File: src/verilog/elevator_settings.svh
/*
 * Build constants for the floor request controller
 * Floor count, field widths and the car state code boundary
 */

`ifndef ELEVATOR_SETTINGS_SVH
`define ELEVATOR_SETTINGS_SVH

// Number of floors served, also the depth of the request stack
`define FLOOR_COUNT 11

// Floor numbers run 0 to 10
`define FLOOR_BITS 4

// Width of the car FSM state code
`define STATE_BITS 6

// Codes 0 to 10 are the stopped states, one per floor
`define STOP_STATE_LAST 10

// Stack occupancy, 0 to 11
`define COUNT_BITS 4

`endif

File: src/verilog/elevator_pkg.sv
/*
 * Shared packed struct types for the floor request controller
 * Button sets, car status, requests, dispatch word and served pulse
 */

`default_nettype none

package elevator_pkg;

`include "elevator_settings.svh"

    // One bit per floor, used for the buttons and for their lights
    typedef struct packed {
        logic [`FLOOR_COUNT-1:0] call;
        logic [`FLOOR_COUNT-1:0] panel;
    } button_set_t;

    // Status reported by the car motion FSM
    typedef struct packed {
        logic [`FLOOR_BITS-1:0] floor;
        logic [`STATE_BITS-1:0] state;
    } car_status_t;

    // One captured request
    typedef struct packed {
        logic [`FLOOR_BITS-1:0] floor;
        logic                   from_panel;
    } floor_req_t;

    // Command word towards the car FSM
    typedef struct packed {
        logic [`FLOOR_BITS-1:0] target;
        logic                   direction_up;
        logic                   activate;
    } dispatch_t;

    // Pulse for a request retired at its floor
    typedef struct packed {
        logic                   valid;
        logic [`FLOOR_BITS-1:0] floor;
    } served_t;

endpackage

`default_nettype wire

File: src/verilog/request_capture.sv
/*
 * Button capture stage
 * Masks the buttons, picks one request per cycle and keeps the lights
 */

`timescale 1ns/1ps
`default_nettype none

`include "elevator_settings.svh"

module request_capture (
    input  logic                      clock,
    input  logic                      reset_n,
    input  elevator_pkg::button_set_t buttons,
    input  logic [`FLOOR_BITS-1:0]    current_floor,
    input  logic                      power_on,
    input  logic                      emergency,
    output logic                      push_valid,
    output elevator_pkg::floor_req_t  push_req,
    input  logic                      push_ready,
    input  elevator_pkg::served_t     served,
    output elevator_pkg::button_set_t lights
);

    logic                    active;
    logic [`FLOOR_COUNT-1:0] here_mask;
    logic [`FLOOR_COUNT-1:0] panel_open;
    logic [`FLOOR_COUNT-1:0] call_open;
    logic                    push_fire;

    // Index of the lowest set bit, scanning down so the lowest one is kept last
    function automatic logic [`FLOOR_BITS-1:0] lowest_set(
        input logic [`FLOOR_COUNT-1:0] vec
    );
        logic [`FLOOR_BITS-1:0] index;
        index = '0;
        for (int i = `FLOOR_COUNT - 1; i >= 0; i--) begin
            if (vec[i]) begin
                index = `FLOOR_BITS'(i);
            end
        end
        return index;
    endfunction

    //////////////////////////////////////////////////////////////////////
    // Request selection
    //////////////////////////////////////////////////////////////////////

    assign active    = power_on && !emergency;
    assign here_mask = `FLOOR_COUNT'(1) << current_floor;

    // Skip the floor the car stands at and anything already lit
    assign panel_open = buttons.panel & ~lights.panel & ~here_mask;
    assign call_open  = buttons.call & ~lights.call & ~here_mask;

    assign push_valid = active && ((|panel_open) || (|call_open));
    assign push_fire  = push_valid && push_ready;

    // Panel buttons win over hall calls
    always_comb begin
        push_req.from_panel = |panel_open;
        if (|panel_open) begin
            push_req.floor = lowest_set(panel_open);
        end else begin
            push_req.floor = lowest_set(call_open);
        end
    end

    //////////////////////////////////////////////////////////////////////
    // Button lights
    //////////////////////////////////////////////////////////////////////

    always_ff @(posedge clock or negedge reset_n) begin
        if (!reset_n) begin
            lights <= '0;
        end else if (!active) begin
            lights <= '0;
        end else begin
            if (served.valid) begin
                lights.call[served.floor]  <= 1'b0;
                lights.panel[served.floor] <= 1'b0;
            end
            // Set after the clear, so a push to the served floor keeps its light
            if (push_fire) begin
                if (push_req.from_panel) begin
                    lights.panel[push_req.floor] <= 1'b1;
                end else begin
                    lights.call[push_req.floor] <= 1'b1;
                end
            end
        end
    end

    lights_dark_after_power_off: assert property (
        @(posedge clock) disable iff (!reset_n)
        !power_on |=> (lights == '0)
    );

endmodule

`default_nettype wire

File: src/verilog/floor_request_stack.sv
/*
 * Last-in first-out store of requested floors
 * Push and pop handshakes, occupancy counter and flush
 */

`timescale 1ns/1ps
`default_nettype none

`include "elevator_settings.svh"

module floor_request_stack (
    input  logic                     clock,
    input  logic                     reset_n,
    input  logic                     flush,
    input  logic                     push_valid,
    input  elevator_pkg::floor_req_t push_req,
    output logic                     push_ready,
    output logic                     top_valid,
    output logic [`FLOOR_BITS-1:0]   top_floor,
    input  logic                     pop_ready
);

    localparam logic [`COUNT_BITS-1:0] depth = `COUNT_BITS'(`FLOOR_COUNT);

    logic [`FLOOR_BITS-1:0] entries [`FLOOR_COUNT];
    logic [`COUNT_BITS-1:0] count;
    logic [`COUNT_BITS-1:0] top_index;
    logic                   push_fire;
    logic                   pop_fire;

    assign push_ready = (count != depth);
    assign top_valid  = (count != '0);
    assign top_index  = count - 1'b1;
    assign top_floor  = top_valid ? entries[top_index] : '0;

    // A flush cycle moves nothing in or out
    assign push_fire = push_valid && push_ready && !flush;
    assign pop_fire  = pop_ready && top_valid && !flush;

    //////////////////////////////////////////////////////////////////////
    // Occupancy
    //////////////////////////////////////////////////////////////////////

    always_ff @(posedge clock or negedge reset_n) begin
        if (!reset_n) begin
            count <= '0;
        end else if (flush) begin
            count <= '0;
        end else if (push_fire && !pop_fire) begin
            count <= count + 1'b1;
        end else if (pop_fire && !push_fire) begin
            count <= count - 1'b1;
        end
    end

    // Entry storage, a push with a pop overwrites the top in place
    always_ff @(posedge clock or negedge reset_n) begin
        if (!reset_n) begin
            for (int i = 0; i < `FLOOR_COUNT; i++) begin
                entries[i] <= '0;
            end
        end else if (push_fire) begin
            if (pop_fire) begin
                entries[top_index] <= push_req.floor;
            end else begin
                entries[count] <= push_req.floor;
            end
        end
    end

    count_in_range: assert property (
        @(posedge clock) disable iff (!reset_n)
        count <= depth
    );

    no_push_when_full: assert property (
        @(posedge clock) disable iff (!reset_n)
        push_valid && (count == depth) && !pop_fire && !flush |=> (count == depth)
    );

endmodule

`default_nettype wire

File: src/verilog/dispatch_unit.sv
/*
 * Target selection for the car FSM
 * Direction, retiring of served requests and door permissions
 */

`timescale 1ns/1ps
`default_nettype none

`include "elevator_settings.svh"

module dispatch_unit (
    input  logic                      clock,
    input  elevator_pkg::car_status_t car,
    input  logic                      power_on,
    input  logic                      emergency,
    input  logic                      door_open_button,
    input  logic                      door_close_button,
    input  logic                      top_valid,
    input  logic [`FLOOR_BITS-1:0]    top_floor,
    output logic                      pop_ready,
    output elevator_pkg::dispatch_t   dispatch,
    output logic                      door_open_allowed,
    output logic                      door_close_allowed
);

    logic stopped;
    logic go;

    // Stop codes sit below every moving and emergency code
    assign stopped = (car.state <= `STATE_BITS'(`STOP_STATE_LAST));
    assign go      = stopped && power_on && !emergency && top_valid;

    //////////////////////////////////////////////////////////////////////
    // Target and direction
    //////////////////////////////////////////////////////////////////////

    always_comb begin
        dispatch.activate = go;
        if (go) begin
            dispatch.target       = top_floor;
            dispatch.direction_up = (top_floor >= car.floor);
        end else begin
            dispatch.target       = car.floor;
            dispatch.direction_up = 1'b0;
        end
    end

    // Car has reached the newest request
    assign pop_ready = go && (car.floor == top_floor);

    // Doors only move with the car at rest and power present
    assign door_open_allowed  = stopped && power_on && door_open_button;
    assign door_close_allowed = stopped && power_on && door_close_button;

    target_is_a_floor: assert property (
        @(posedge clock)
        dispatch.activate |-> (dispatch.target < `FLOOR_BITS'(`FLOOR_COUNT))
    );

endmodule

`default_nettype wire

File: src/verilog/floor_controller_top.sv
/*
 * Floor request controller top level
 * Capture stage, request stack and dispatch unit
 */

`timescale 1ns/1ps
`default_nettype none

`include "elevator_settings.svh"

module floor_controller_top (
    input  logic                      clock,
    input  logic                      reset_n,
    input  elevator_pkg::button_set_t buttons,
    input  elevator_pkg::car_status_t car,
    input  logic                      power_on,
    input  logic                      emergency,
    input  logic                      door_open_button,
    input  logic                      door_close_button,
    output elevator_pkg::dispatch_t   dispatch,
    output elevator_pkg::button_set_t lights,
    output logic                      door_open_allowed,
    output logic                      door_close_allowed
);

    logic                     push_valid;
    elevator_pkg::floor_req_t push_req;
    logic                     push_ready;
    logic                     top_valid;
    logic [`FLOOR_BITS-1:0]   top_floor;
    logic                     pop_ready;
    logic                     flush;
    elevator_pkg::served_t    served;

    assign flush = !power_on || emergency;

    // Every pop is a served floor
    assign served.valid = top_valid && pop_ready;
    assign served.floor = top_floor;

    request_capture capture0 (
        .clock         (clock),
        .reset_n       (reset_n),
        .buttons       (buttons),
        .current_floor (car.floor),
        .power_on      (power_on),
        .emergency     (emergency),
        .push_valid    (push_valid),
        .push_req      (push_req),
        .push_ready    (push_ready),
        .served        (served),
        .lights        (lights)
    );

    floor_request_stack stack0 (
        .clock      (clock),
        .reset_n    (reset_n),
        .flush      (flush),
        .push_valid (push_valid),
        .push_req   (push_req),
        .push_ready (push_ready),
        .top_valid  (top_valid),
        .top_floor  (top_floor),
        .pop_ready  (pop_ready)
    );

    dispatch_unit dispatch0 (
        .clock              (clock),
        .car                (car),
        .power_on           (power_on),
        .emergency          (emergency),
        .door_open_button   (door_open_button),
        .door_close_button  (door_close_button),
        .top_valid          (top_valid),
        .top_floor          (top_floor),
        .pop_ready          (pop_ready),
        .dispatch           (dispatch),
        .door_open_allowed  (door_open_allowed),
        .door_close_allowed (door_close_allowed)
    );

endmodule

`default_nettype wire

File: config.mk
export PLATFORM = sky130hd
export DESIGN_NAME = floor_controller_top
export DESIGN_NICKNAME = d
export VERILOG_FILES = /design/src/verilog/elevator_pkg.sv /design/src/verilog/request_capture.sv /design/src/verilog/floor_request_stack.sv /design/src/verilog/dispatch_unit.sv /design/src/verilog/floor_controller_top.sv
export VERILOG_INCLUDE_DIRS = /design/src /design/src/verilog
export SDC_FILE = /design/constraint.sdc
export NUM_CORES = 1
export LEC_CHECK = 0
export BUFFER_PORTS_ARGS = -buffer_cell sky130_fd_sc_hd__buf_4
export CAP_MARGIN = 20
export CORE_MARGIN = 4
export CORE_UTILIZATION = 58
export DETAILED_ROUTE_END_ITERATION = 8
export GPL_TIMING_DRIVEN = 0
export PLACE_DENSITY = 0.81
export SYNTH_ARGS = -nofsm -noshare
export SYNTH_HDL_FRONTEND = slang
export SYNTH_SLANG_ARGS = --single-unit
File: constraint.sdc
create_clock -name clock -period 5.8 [get_ports clock]
set_input_delay 1.16 -clock clock [delete_from_list [all_inputs] [get_ports clock]]
set_output_delay 1.16 -clock clock [all_outputs]
set_load 0.005 [all_outputs]
==> results of run 1 <==
==> cell usage after synthesis (8+ instances only) <==
library cell	count	area share [%]
inv_1	13	1.1
clkbuf_1	11	0.90
ha_1	11	3.0
mux4_2	8	3.9
a21oi_1	9	0.99
nand3b_1	12	2.0
nand2_1	29	2.4
mux2_2	16	3.9
o21ai_0	9	0.99
nand3_1	13	1.4
dfrtp_1	70	38
mux2_1	32	7.9
nor2_1	15	1.2
and3_1	14	1.9
a31oi_1	14	1.9
==> cell families (layout without fill, tap and decap cells) <==
family	count (synthesis)	in the layout	synth area share [%]
AND/OR/NAND/NOR	160	160	22.4
AO/OA/AOI/OAI	81	81	14.0
flip-flops	70	70	38.4
buffers and inverters	40	123	4.58
adder cells (fa/ha/maj)	11	11	3.01
multiplexers	61	61	16.9
XOR/XNOR	4	4	0.767
==> metrics by stage <==
| stage | util [%] | worst slack [ps] |
|---|---|---|
| floorplan | - | 1370 |
| global placement | 67.6 | 361 |
| detailed placement | 67.6 | 321 |
| CTS | 70.3 | 26.1 |
| global route | 70.4 | 116 |
| finish | 70.4 | 290 |
==> worst max-delay path, delay by kind of cell (launching register included) <==
family | cells | cell delay (ps)
AOI/OAI and AO/OA | 3 | 820
DFF | 1 | 490
buffers and inverters | 5 | 1110
adders and majority gates | 2 | 710
and+or+nand+nor | 3 | 490
muxes | 1 | 380
==> worst paths after layout <==
path | startpoint | end | slack [ps]
worst max-delay path | stack0.count[0] | dispatch[1] | 290
worst min-delay path | stack0.entries[9] | stack0.entries[9] | 490
worst max register to register | stack0.count[0] | stack0.entries[12] | 420
worst min register to register | stack0.entries[9] | stack0.entries[9] | 490
max in group asynchronous | reset_n | capture0.lights[12] | 4300
min in group asynchronous | reset_n | stack0.count[2] | 900
==> layer usage <==
metal / share of wire (%) / GRT usage [%] / wire, um
met5: 0 / 0 / 0
met4: 2.8 / 10.0 / 344
met3: 5.0 / 4.40 / 617
met2: 50 / 46.4 / 6250
met1: 42 / 34.6 / 5250
==> power by group through the flow <==
| stage | logic (W) | clock network, W | registers, W |
|---|---|---|---|
| 2_1_floorplan | 0.0000949 | 0 | 0.000513 |
| 5_1_grt | 0.000173 | 0.000432 | 0.000508 |
| 3_5_place_dp | 0.000157 | 0 | 0.000517 |
| 4_1_cts | 0.000158 | 0.000412 | 0.000507 |
| 6_report | 0.000158 | 0.000411 | 0.000507 |
| 3_3_place_gp | 0.000154 | 0 | 0.000515 |
==> placed cells by master (no fill, tap or decap), types with 8 or more instances in the layout <==
| master | instances |
|---|---|
| nor2_1 | 15 |
| mux2_2 | 16 |
| mux2_1 | 32 |
| nand3_1 | 13 |
| a21oi_1 | 9 |
| o21ai_0 | 9 |
| mux4_2 | 8 |
| buf_4 | 71 |
| inv_1 | 13 |
| and3_1 | 14 |
| nand3b_1 | 12 |
| clkbuf_1 | 10 |
| a31oi_1 | 14 |
| ha_1 | 11 |
| dfrtp_1 | 70 |
| clkbuf_8 | 9 |
| nand2_1 | 29 |
==> area by class of cell <==
class                      count  area, um2
clock buffer                   9        124
clock inverter                 7       81.3
sequential                    70       1750
buffer                        25        154
inverter                      15       56.3
tap                          102        128
multi-input combinational    317       2610
fill                         604       2280
timing repair buffer          67        503
==> flip-flops by register name, summed over array words and instances (netlist names) <==
register,cells
stack0.entries,44
stack0.count,4
capture0.lights,22
==> what timing repair did <==
| item | in CTS | in global routing |
|---|---|---|
| endpoints found under the setup margin | 0 | 15 |
| hold buffers | 0 | 0 |
| gates resized for setup | 0 | 3 |
==> metrics.md, run 1 <==
| Metric | Value |
|---|---|
| Clock power share | 38.2% |
| First-pass GRT wire length | 20400 um |
| TNS Setup | 0 ps |
| Clk buf depth | 2 |
| FFs w/ async S/R, synth | 100% |
| Syn_area_per_cell | 10.7 um2 |
| Switch share | 28.1% |
| VDD IR max | 0.000247 V |
| Total gr overflow | 0 |
| Worst reg-to-reg path cell count | 17 |
| Psw | 0.000303 W |
| Max Cap Viol | 0 |
| H-tree levels | 3 |
| Logic pwr share | 14.7% |
| Final Skew | 10.1 ps |
| Worst setup EP type | output port |
| HP Class | reg2reg |
| Core ar. | 7690 um2 |
| Power Density | 199 nW/um2 |
| Final period util | 95.0% |
| Crit path cell chain | buf_4 -> buf_4 -> inv_1 -> ha_1 -> clkbuf_2 -> mux2_2 -> a222oi_1 -> o31ai_2 -> and2_1 -> ha_1 -> and3_1 -> a221oi_1 -> nor2_1 -> buf_4 |
| Post-route ant nets | 0 |
| Hold depth | 1 |
| PnR Total Power | 0.00108 W |
| Share of layout cells above drive strength 1 | 30.0% |
| Latest clock arrival within the worst-skew pair | 360 ps |
| Initial core utilization | 59.4% |
| LEAKAGE | 2.58 nW |
| HPWL after DPL | 9720 um |
| RSZ-0062 raised after global routing | no |
| Max-slew violations | 0 |
| Final Net Count | 554 |
| Tot GR Track Use | 27.1% |
| Antenna Diode Count | 0 |
| Via count | 3895 |
| Share of power burned in registers | 47.1% |
| Drt first pass iters | 7 |
| Hold Worst Slack | 490 ps |
| Max frequency | 181 MHz |
| Initial antenna violation count | 0 |
| CP max stage delay | 490 ps |
| Status | complete, no violations |
| DR DRC count | 0 |
| Initial drt markers | 287 |
| Primary FF master, synth | dfrtp_1 |
| Cell Rows | 32 |
| IO Port Bufs | 67 |
| Setup CP Type | reg2out |
| Die area | 9360 um2 |
| Setup crit start kind | flop |
| Minimum clock period | 5510 ps |
| # IOs | 68 |
| Clk sink count | 70 |
| Tightest Pin Transition | 887 ps |
| Gpl congestion | 0.943 |
| Vias per cell | 6.36 |
| DP Area | 5200 um2 |
| CP max stage cell | dfrtp_1 |
| Sequential element share of the synthesized area | 38.4% |
| Final setup viols | 0 |
| EDFF count, synth | 0 |
| #FFs+latches synth | 70 |
| Syn Std Cell Area | 4570 um2 |
| Vias in the first global route | 3876 |
| Clock root cell | clkbuf_8 |
| Post-CTS Setup Repair Bufs | 0 |
| Cells after DPL | 596 |
| Internal | 0.000774 W |
| Cell Count, Final, Fillers Out | 612 |
| Die span in x | 96.7 um |
| CTS buffer count | 9 |
| Detailed-route wire length | 12500 um |
| Largest net degree at the start of global routing | 71 |
| Yosys warning count | 0 |
| Crit path top cell by count | buf_4 |
| Area grow syn2layout | 18.4% |
| CTS tree | yes |
| CP Data Required Time | 4640 ps |
| Synth Net Count | 476 |
| Hold Fails Final Rpt | 0 |
| Critical Path AT | 4350 ps |
| Crit Path Max Fanout | 10 |
| Slew HR | 40.8% |
| Die Y | 96.7 um |
| Syn Inst Count | 427 |
| Synth cell types | 78 |
| Clk slew on worst S/H paths | 80 ps |
| Final non-filler cell area | 5410 um2 |
| Routed len/inst | 20.4 um |
No activity file was read; power rests on OpenSTA's default activity.
==> inputs of run 2 (changes only) <==
--- a/config.mk
+++ b/config.mk
@@ -12,7 +12,7 @@
 export CORE_UTILIZATION = 58
 export DETAILED_ROUTE_END_ITERATION = 8
 export GPL_TIMING_DRIVEN = 0
-export PLACE_DENSITY = 0.81
+export PLACE_DENSITY = 0.93
 export SYNTH_ARGS = -nofsm -noshare
 export SYNTH_HDL_FRONTEND = slang
 export SYNTH_SLANG_ARGS = --single-unit
==> metrics.md, run 2 (synthesis gave the netlist of run 1 again) <==
| Metric | Value |
|---|---|
| Clock power share | 39.9% |
| H-tree levels | 3 |
| CP max stage delay | 480 ps |
| # IOs | 68 |
| VDD IR max | 0.000181 V |
| Largest registers | stack0.entries (44), capture0.lights (22), stack0.count (4) |
| Most flops, register | stack0.entries |
| Status | complete, no violations |
| DR DRC count | 0 |
| Worst setup EP type | output port |
| Final setup viols | 0 |
| Drt first pass iters | 5 |
| Setup crit start kind | flop |
| Share of layout cells above drive strength 1 | 30.0% |
| Via count | 3947 |
| Die span in x | 96.7 um |
| LEAKAGE | 2.58 nW |
| Number of flip-flops in the largest register | 44 |
| Vias per cell | 6.45 |
| Cell Rows | 32 |
| Latest clock arrival within the worst-skew pair | 350 ps |
| Die area | 9360 um2 |
| Hold Buf Count CTS | 0 |
| Max-slew violations | 0 |
| CP Data Required Time | 4640 ps |
| Initial drt markers | 378 |
| Post-CTS Setup Repair Bufs | 0 |
| Switch share | 25.7% |
| Most common cell after layout, fill and taps aside | buf_4 |
| Post-route ant nets | 0 |
| Share of power burned in registers | 45.6% |
| M2 GR Usage | 46.3% |
| Slew HR | 42.3% |
| TNS Setup | 0 ps |
| Internal | 0.000824 W |
| Power Density | 204 nW/um2 |
| Clock root cell | clkbuf_8 |
| Tightest Pin Transition | 866 ps |
| Crit path buf inv count | 5 |
| Grt met1 use | 33.2% |
| HPWL after DPL | 9370 um |
| Detailed-route wire length | 12300 um |
| PnR Total Power | 0.00111 W |
| Logic pwr share | 14.5% |
| Clk buf depth | 2 |
| Initial core utilization | 59.4% |
| First-pass GRT wire length | 20400 um |
| Most frequent cells in the layout | 71 x buf_4, 70 x dfrtp_1, 32 x mux2_1 |
| Critical Path AT | 4300 ps |
| Clk sink count | 70 |
| Core ar. | 7690 um2 |
| Initial antenna violation count | 0 |
| RSZ-0062 raised after global routing | no |
| Die Y | 96.7 um |
| Final period util | 94.2% |
| CTS buffer count | 9 |
| Final Net Count | 554 |
| Hold Fails Final Rpt | 0 |
| HP Class | reg2reg |
| Post-layout util | 70.7% |
| CP max stage cell | dfrtp_1 |
| CP delay by family, top | buffers and inverters |
| Max frequency | 183 MHz |
| GR Util met3 | 5.91% |
| Crit path cell chain | buf_4 -> buf_4 -> inv_1 -> ha_2 -> clkbuf_4 -> mux2_2 -> a222oi_1 -> o31ai_2 -> and2_1 -> ha_1 -> and3_1 -> a221oi_1 -> nor2_1 -> buf_4 |
| IO Port Bufs | 67 |
| Gpl congestion | 0.917 |
| Vias in the first global route | 4025 |
| Max Cap Viol | 0 |
| Area grow syn2layout | 18.9% |
| Setup CP Type | reg2out |
| Crit path top cell by count | buf_4 |
| Final Skew | 7.56 ps |
| Largest net degree at the start of global routing | 71 |
| Total gr overflow | 0 |
| Tot GR Track Use | 26.8% |
| GR peak layer | met2 |
| Antenna Diode Count | 0 |
| Minimum clock period | 5460 ps |
| Routed len/inst | 20.1 um |
| Psw | 0.000285 W |
| CTS tree | yes |
| Clk slew on worst S/H paths | 70 ps |
| Crit Path Max Fanout | 10 |
==> run 2: stage by stage <==
stage / hold slack, ps / instance area (um2) / setup WS [ps] / cells
after floorplan: 452 / 4570 / 1370 / 427
after global placement: 462 / 5200 / 367 / 596
after detailed placement: 473 / 5200 / 290 / 596
after CTS: 490 / 5430 / 116 / 612
after global routing: 504 / 5430 / 73.4 / 612
final: 484 / 5430 / 337 / 612
==> run 2: power groups by stage <==
stage	combinational, W	clock [W]	sequential, W
2_1_floorplan	0.0000949	0	0.000513
3_3_place_gp	0.000153	0	0.000514
3_5_place_dp	0.000158	0	0.000515
4_1_cts	0.000159	0.000442	0.000506
5_1_grt	0.000174	0.000469	0.000507
6_report	0.000161	0.000443	0.000506
==> run 2: cell type report <==
type / instances / area, um2
multi-input cells: 317 / 2610
fillers: 551 / 2260
flip-flops and latches: 70 / 1750
repair buffers: 67 / 503
plain buffers: 25 / 156
clock buffers: 11 / 141
well taps: 102 / 128
clock inverters: 5 / 81.3
inverters: 15 / 56.3
==> run 2: final timing paths <==
path / start / depth (start not counted) / end / slack, ps
min in group asynchronous: reset_n / 1 / stack0.entries[7] / 920
worst min-delay path: stack0.entries[2] / 1 / stack0.entries[2] / 480
worst max register to register: stack0.count[0] / 16 / capture0.lights[16] / 540
worst max-delay path: stack0.count[0] / 14 / dispatch[1] / 340
worst min register to register: stack0.entries[2] / 1 / stack0.entries[2] / 480
max in group asynchronous: reset_n / 1 / stack0.count[3] / 4320
==> run 2: routing by layer <==
| metal | vias to the layer above | part of all wire, % |
|---|---|---|
| met1 | 1935 | 40 |
| li1 | 1782 | - |
| met5 | - | 0 |
| met3 | 36 | 7.1 |
| met4 | 0 | 2.9 |
| met2 | 194 | 50 |
==> run 2: repair_timing <==
item,CTS,global route
endpoints found under the setup margin,1,15
endpoints found under the hold margin,0,0
resized for setup,1,5
pin swaps,0,1
==> run 2: worst reg2reg max path, stage by stage, from the launching register on <==
cell and delay [ps]:
dfrtp_1 480, buf_4 260, buf_4 250, inv_1 130
ha_2 430, clkbuf_4 270, mux2_2 350, a222oi_1 370
o31ai_2 200, and2_1 250, ha_1 290, and3_1 200
nand3_1 290, clkbuf_1 350, nor4b_1 520, a21oi_1 190
a2bb2o_1 310
==> inputs of run 3 (changes only) <==
--- a/config.mk
+++ b/config.mk
@@ -6,13 +6,13 @@
 export SDC_FILE = /design/constraint.sdc
 export NUM_CORES = 1
 export LEC_CHECK = 0
-export BUFFER_PORTS_ARGS = -buffer_cell sky130_fd_sc_hd__buf_4
 export CAP_MARGIN = 20
 export CORE_MARGIN = 4
-export CORE_UTILIZATION = 58
+export CORE_UTILIZATION = 60
 export DETAILED_ROUTE_END_ITERATION = 8
+export DONT_BUFFER_PORTS = 1
 export GPL_TIMING_DRIVEN = 0
-export PLACE_DENSITY = 0.93
+export PLACE_DENSITY = 0.88
 export SYNTH_ARGS = -nofsm -noshare
 export SYNTH_HDL_FRONTEND = slang
 export SYNTH_SLANG_ARGS = --single-unit
==> constraint.sdc (replaced) <==
create_clock -name clock -period 6.8 [get_ports clock]
set_input_delay 1.36 -clock clock [delete_from_list [all_inputs] [get_ports clock]]
set_output_delay 1.36 -clock clock [all_outputs]
set_load 0.005 [all_outputs]
==> metrics.md, run 3 (synthesis gave the netlist of run 1 again) <==
| Metric | Value |
|---|---|
| Status | complete, no violations |
| CTS buffer count | 9 |
| Setup CP Type | reg2out |
| VDD IR max | 0.000208 V |
| Minimum clock period | 5930 ps |
| Share of power burned in registers | 48.5% |
| Slew HR | 41.9% |
| Max Cap Viol | 0 |
| LEAKAGE | 2.24 nW |
| Post-layout util | 66.8% |
| Initial core utilization | 62.3% |
| Max-slew violations | 0 |
| Worst setup EP type | output port |
| Post-CTS Setup Repair Bufs | 0 |
| Psw | 0.000233 W |
| First-pass GRT wire length | 18700 um |
| Hold Fails Final Rpt | 0 |
| Post-route ant nets | 0 |
| Area grow syn2layout | 7.29% |
| Clk buf depth | 2 |
| Final period util | 87.2% |
| Vias per cell | 6.86 |
| Final Net Count | 487 |
| Clk slew on worst S/H paths | 80 ps |
| TNS Setup | 0 ps |
| Most common cell after layout, fill and taps aside | dfrtp_1 |
| Hold Crit Start | stack0.entries[17] |
| Hold Buf Count CTS | 0 |
| Max frequency | 169 MHz |
| Antenna Diode Count | 0 |
| Die Y | 95.2 um |
| Routed len/inst | 22.1 um |
| Final setup viols | 0 |
| Initial antenna violation count | 0 |
| IO Port Bufs | 0 |
| HP Class | reg2reg |
| Tot GR Track Use | 27.3% |
| Fillers | 533 |
| Switch share | 26.2% |
| Cell Rows | 31 |
| H-tree levels | 3 |
| Most flops, register | stack0.entries |
| Internal | 0.000658 W |
| CP delay by family, top | buffers and inverters |
| Share of layout cells above drive strength 1 | 19.0% |
| RSZ-0062 raised after global routing | no |
| Critical Path AT | 4570 ps |
| Die span in x | 95.2 um |
| Total gr overflow | 0 |
| Power Density | 182 nW/um2 |
| Number of flip-flops in the largest register | 44 |
| Core ar. | 7330 um2 |
| Gpl congestion | 0.944 |
| Detailed-route wire length | 12000 um |
| CP Data Required Time | 5440 ps |
| Clock root cell | clkbuf_8 |
| Vias in the first global route | 3627 |
| Most frequent cells in the layout | 70 x dfrtp_1, 32 x mux2_1, 29 x nand2_1 |
| Post-CTS Resized | 0 |
| Final Skew | 9.86 ps |
| Largest net degree at the start of global routing | 71 |
| Crit Path Max Fanout | 10 |
| Drt first pass iters | 5 |
| Tightest Pin Transition | 864 ps |
| DR DRC count | 0 |
| RR Startpoint | stack0.count[0] |
| HPWL after DPL | 8960 um |
| CP max stage cell | o31ai_1 |
| # IOs | 68 |
| Setup crit start kind | flop |
| CP max stage delay | 680 ps |
| Clk sink count | 70 |
| Crit path cell chain | buf_4 -> buf_4 -> inv_1 -> ha_1 -> clkbuf_1 -> mux2_2 -> a222oi_1 -> o31ai_1 -> and2_1 -> ha_1 -> and3_1 -> a221oi_1 -> nor2_1 |
| Initial drt markers | 258 |
| Logic pwr share | 11.8% |
| Crit path buf inv count | 4 |
| Final non-filler cell area | 4900 um2 |
| Die area | 9070 um2 |
| DP Area | 4690 um2 |
| Latest clock arrival within the worst-skew pair | 360 ps |
| Via count | 3716 |
| CTS tree | yes |
| Largest registers | stack0.entries (44), capture0.lights (22), stack0.count (4) |
| Worst Setup SP | stack0.count[0] |
| Clock power share | 39.7% |
-- run 3: cell types whose count changed in the layout (fill, tap and decap cells not counted), sizes merged --
| cell | change |
|---|---|
| inv | -1 |
| buf | -67 |
| clkinv | +3 |
| bufinv | -1 |
| clkinvlp | -1 |
-- run 3: layout make-up --
cell class | instances | area (um2) | area share (%)
tap | 99 | 124 | 2.53
inverter | 15 | 56.3 | 1.15
clock buffer | 11 | 151 | 3.09
multi-input combinational | 317 | 2610 | 53.2
sequential | 70 | 1750 | 35.8
buffer | 25 | 153 | 3.12
clock inverter | 5 | 57.6 | 1.17
-- run 3: final timing paths --
| path | slack (ps) | cells after the start | endpoint |
|---|---|---|---|
| worst max-delay path | 870 | 13 | dispatch[1] |
| worst min-delay path | 490 | 1 | stack0.entries[17] |
| worst max register to register | 1140 | 17 | stack0.entries[13] |
| worst min register to register | 490 | 1 | stack0.entries[17] |
| max in group asynchronous | 5950 | 0 | stack0.entries[1] |
| min in group asynchronous | 690 | 0 | stack0.count[3] |
-- run 3: per-layer routing --
metal / vias up / track usage (%) / part of all wire (%)
li1: 1642 / - / -
met1: 1823 / 35.7 / 41
met2: 214 / 44.0 / 47
met3: 37 / 6.24 / 8.9
met4: 0 / 10.9 / 2.9
met5: - / 0 / 0
-- run 3: power groups by stage --
stage	Combinational [W]	Clock, W	Sequential, W
2_1_floorplan	0.0000809	0	0.000437
3_3_place_gp	0.0000996	0	0.000439
3_5_place_dp	0.000103	0	0.000440
4_1_cts	0.000104	0.000356	0.000432
5_1_grt	0.000114	0.000373	0.000433
6_report	0.000105	0.000354	0.000432
-- run 3: per-stage QoR --
step / instances / worst slack, ps / total power, W / hold WS, ps
2_1_floorplan: 427 / 2170 / 0.000518 / 452
3_3_place_gp: 526 / 1370 / 0.000539 / 462
3_5_place_dp: 526 / 1290 / 0.000543 / 475
4_1_cts: 542 / 898 / 0.000892 / 492
5_1_grt: 542 / 547 / 0.000921 / 502
6_report: 542 / 873 / 0.000891 / 490
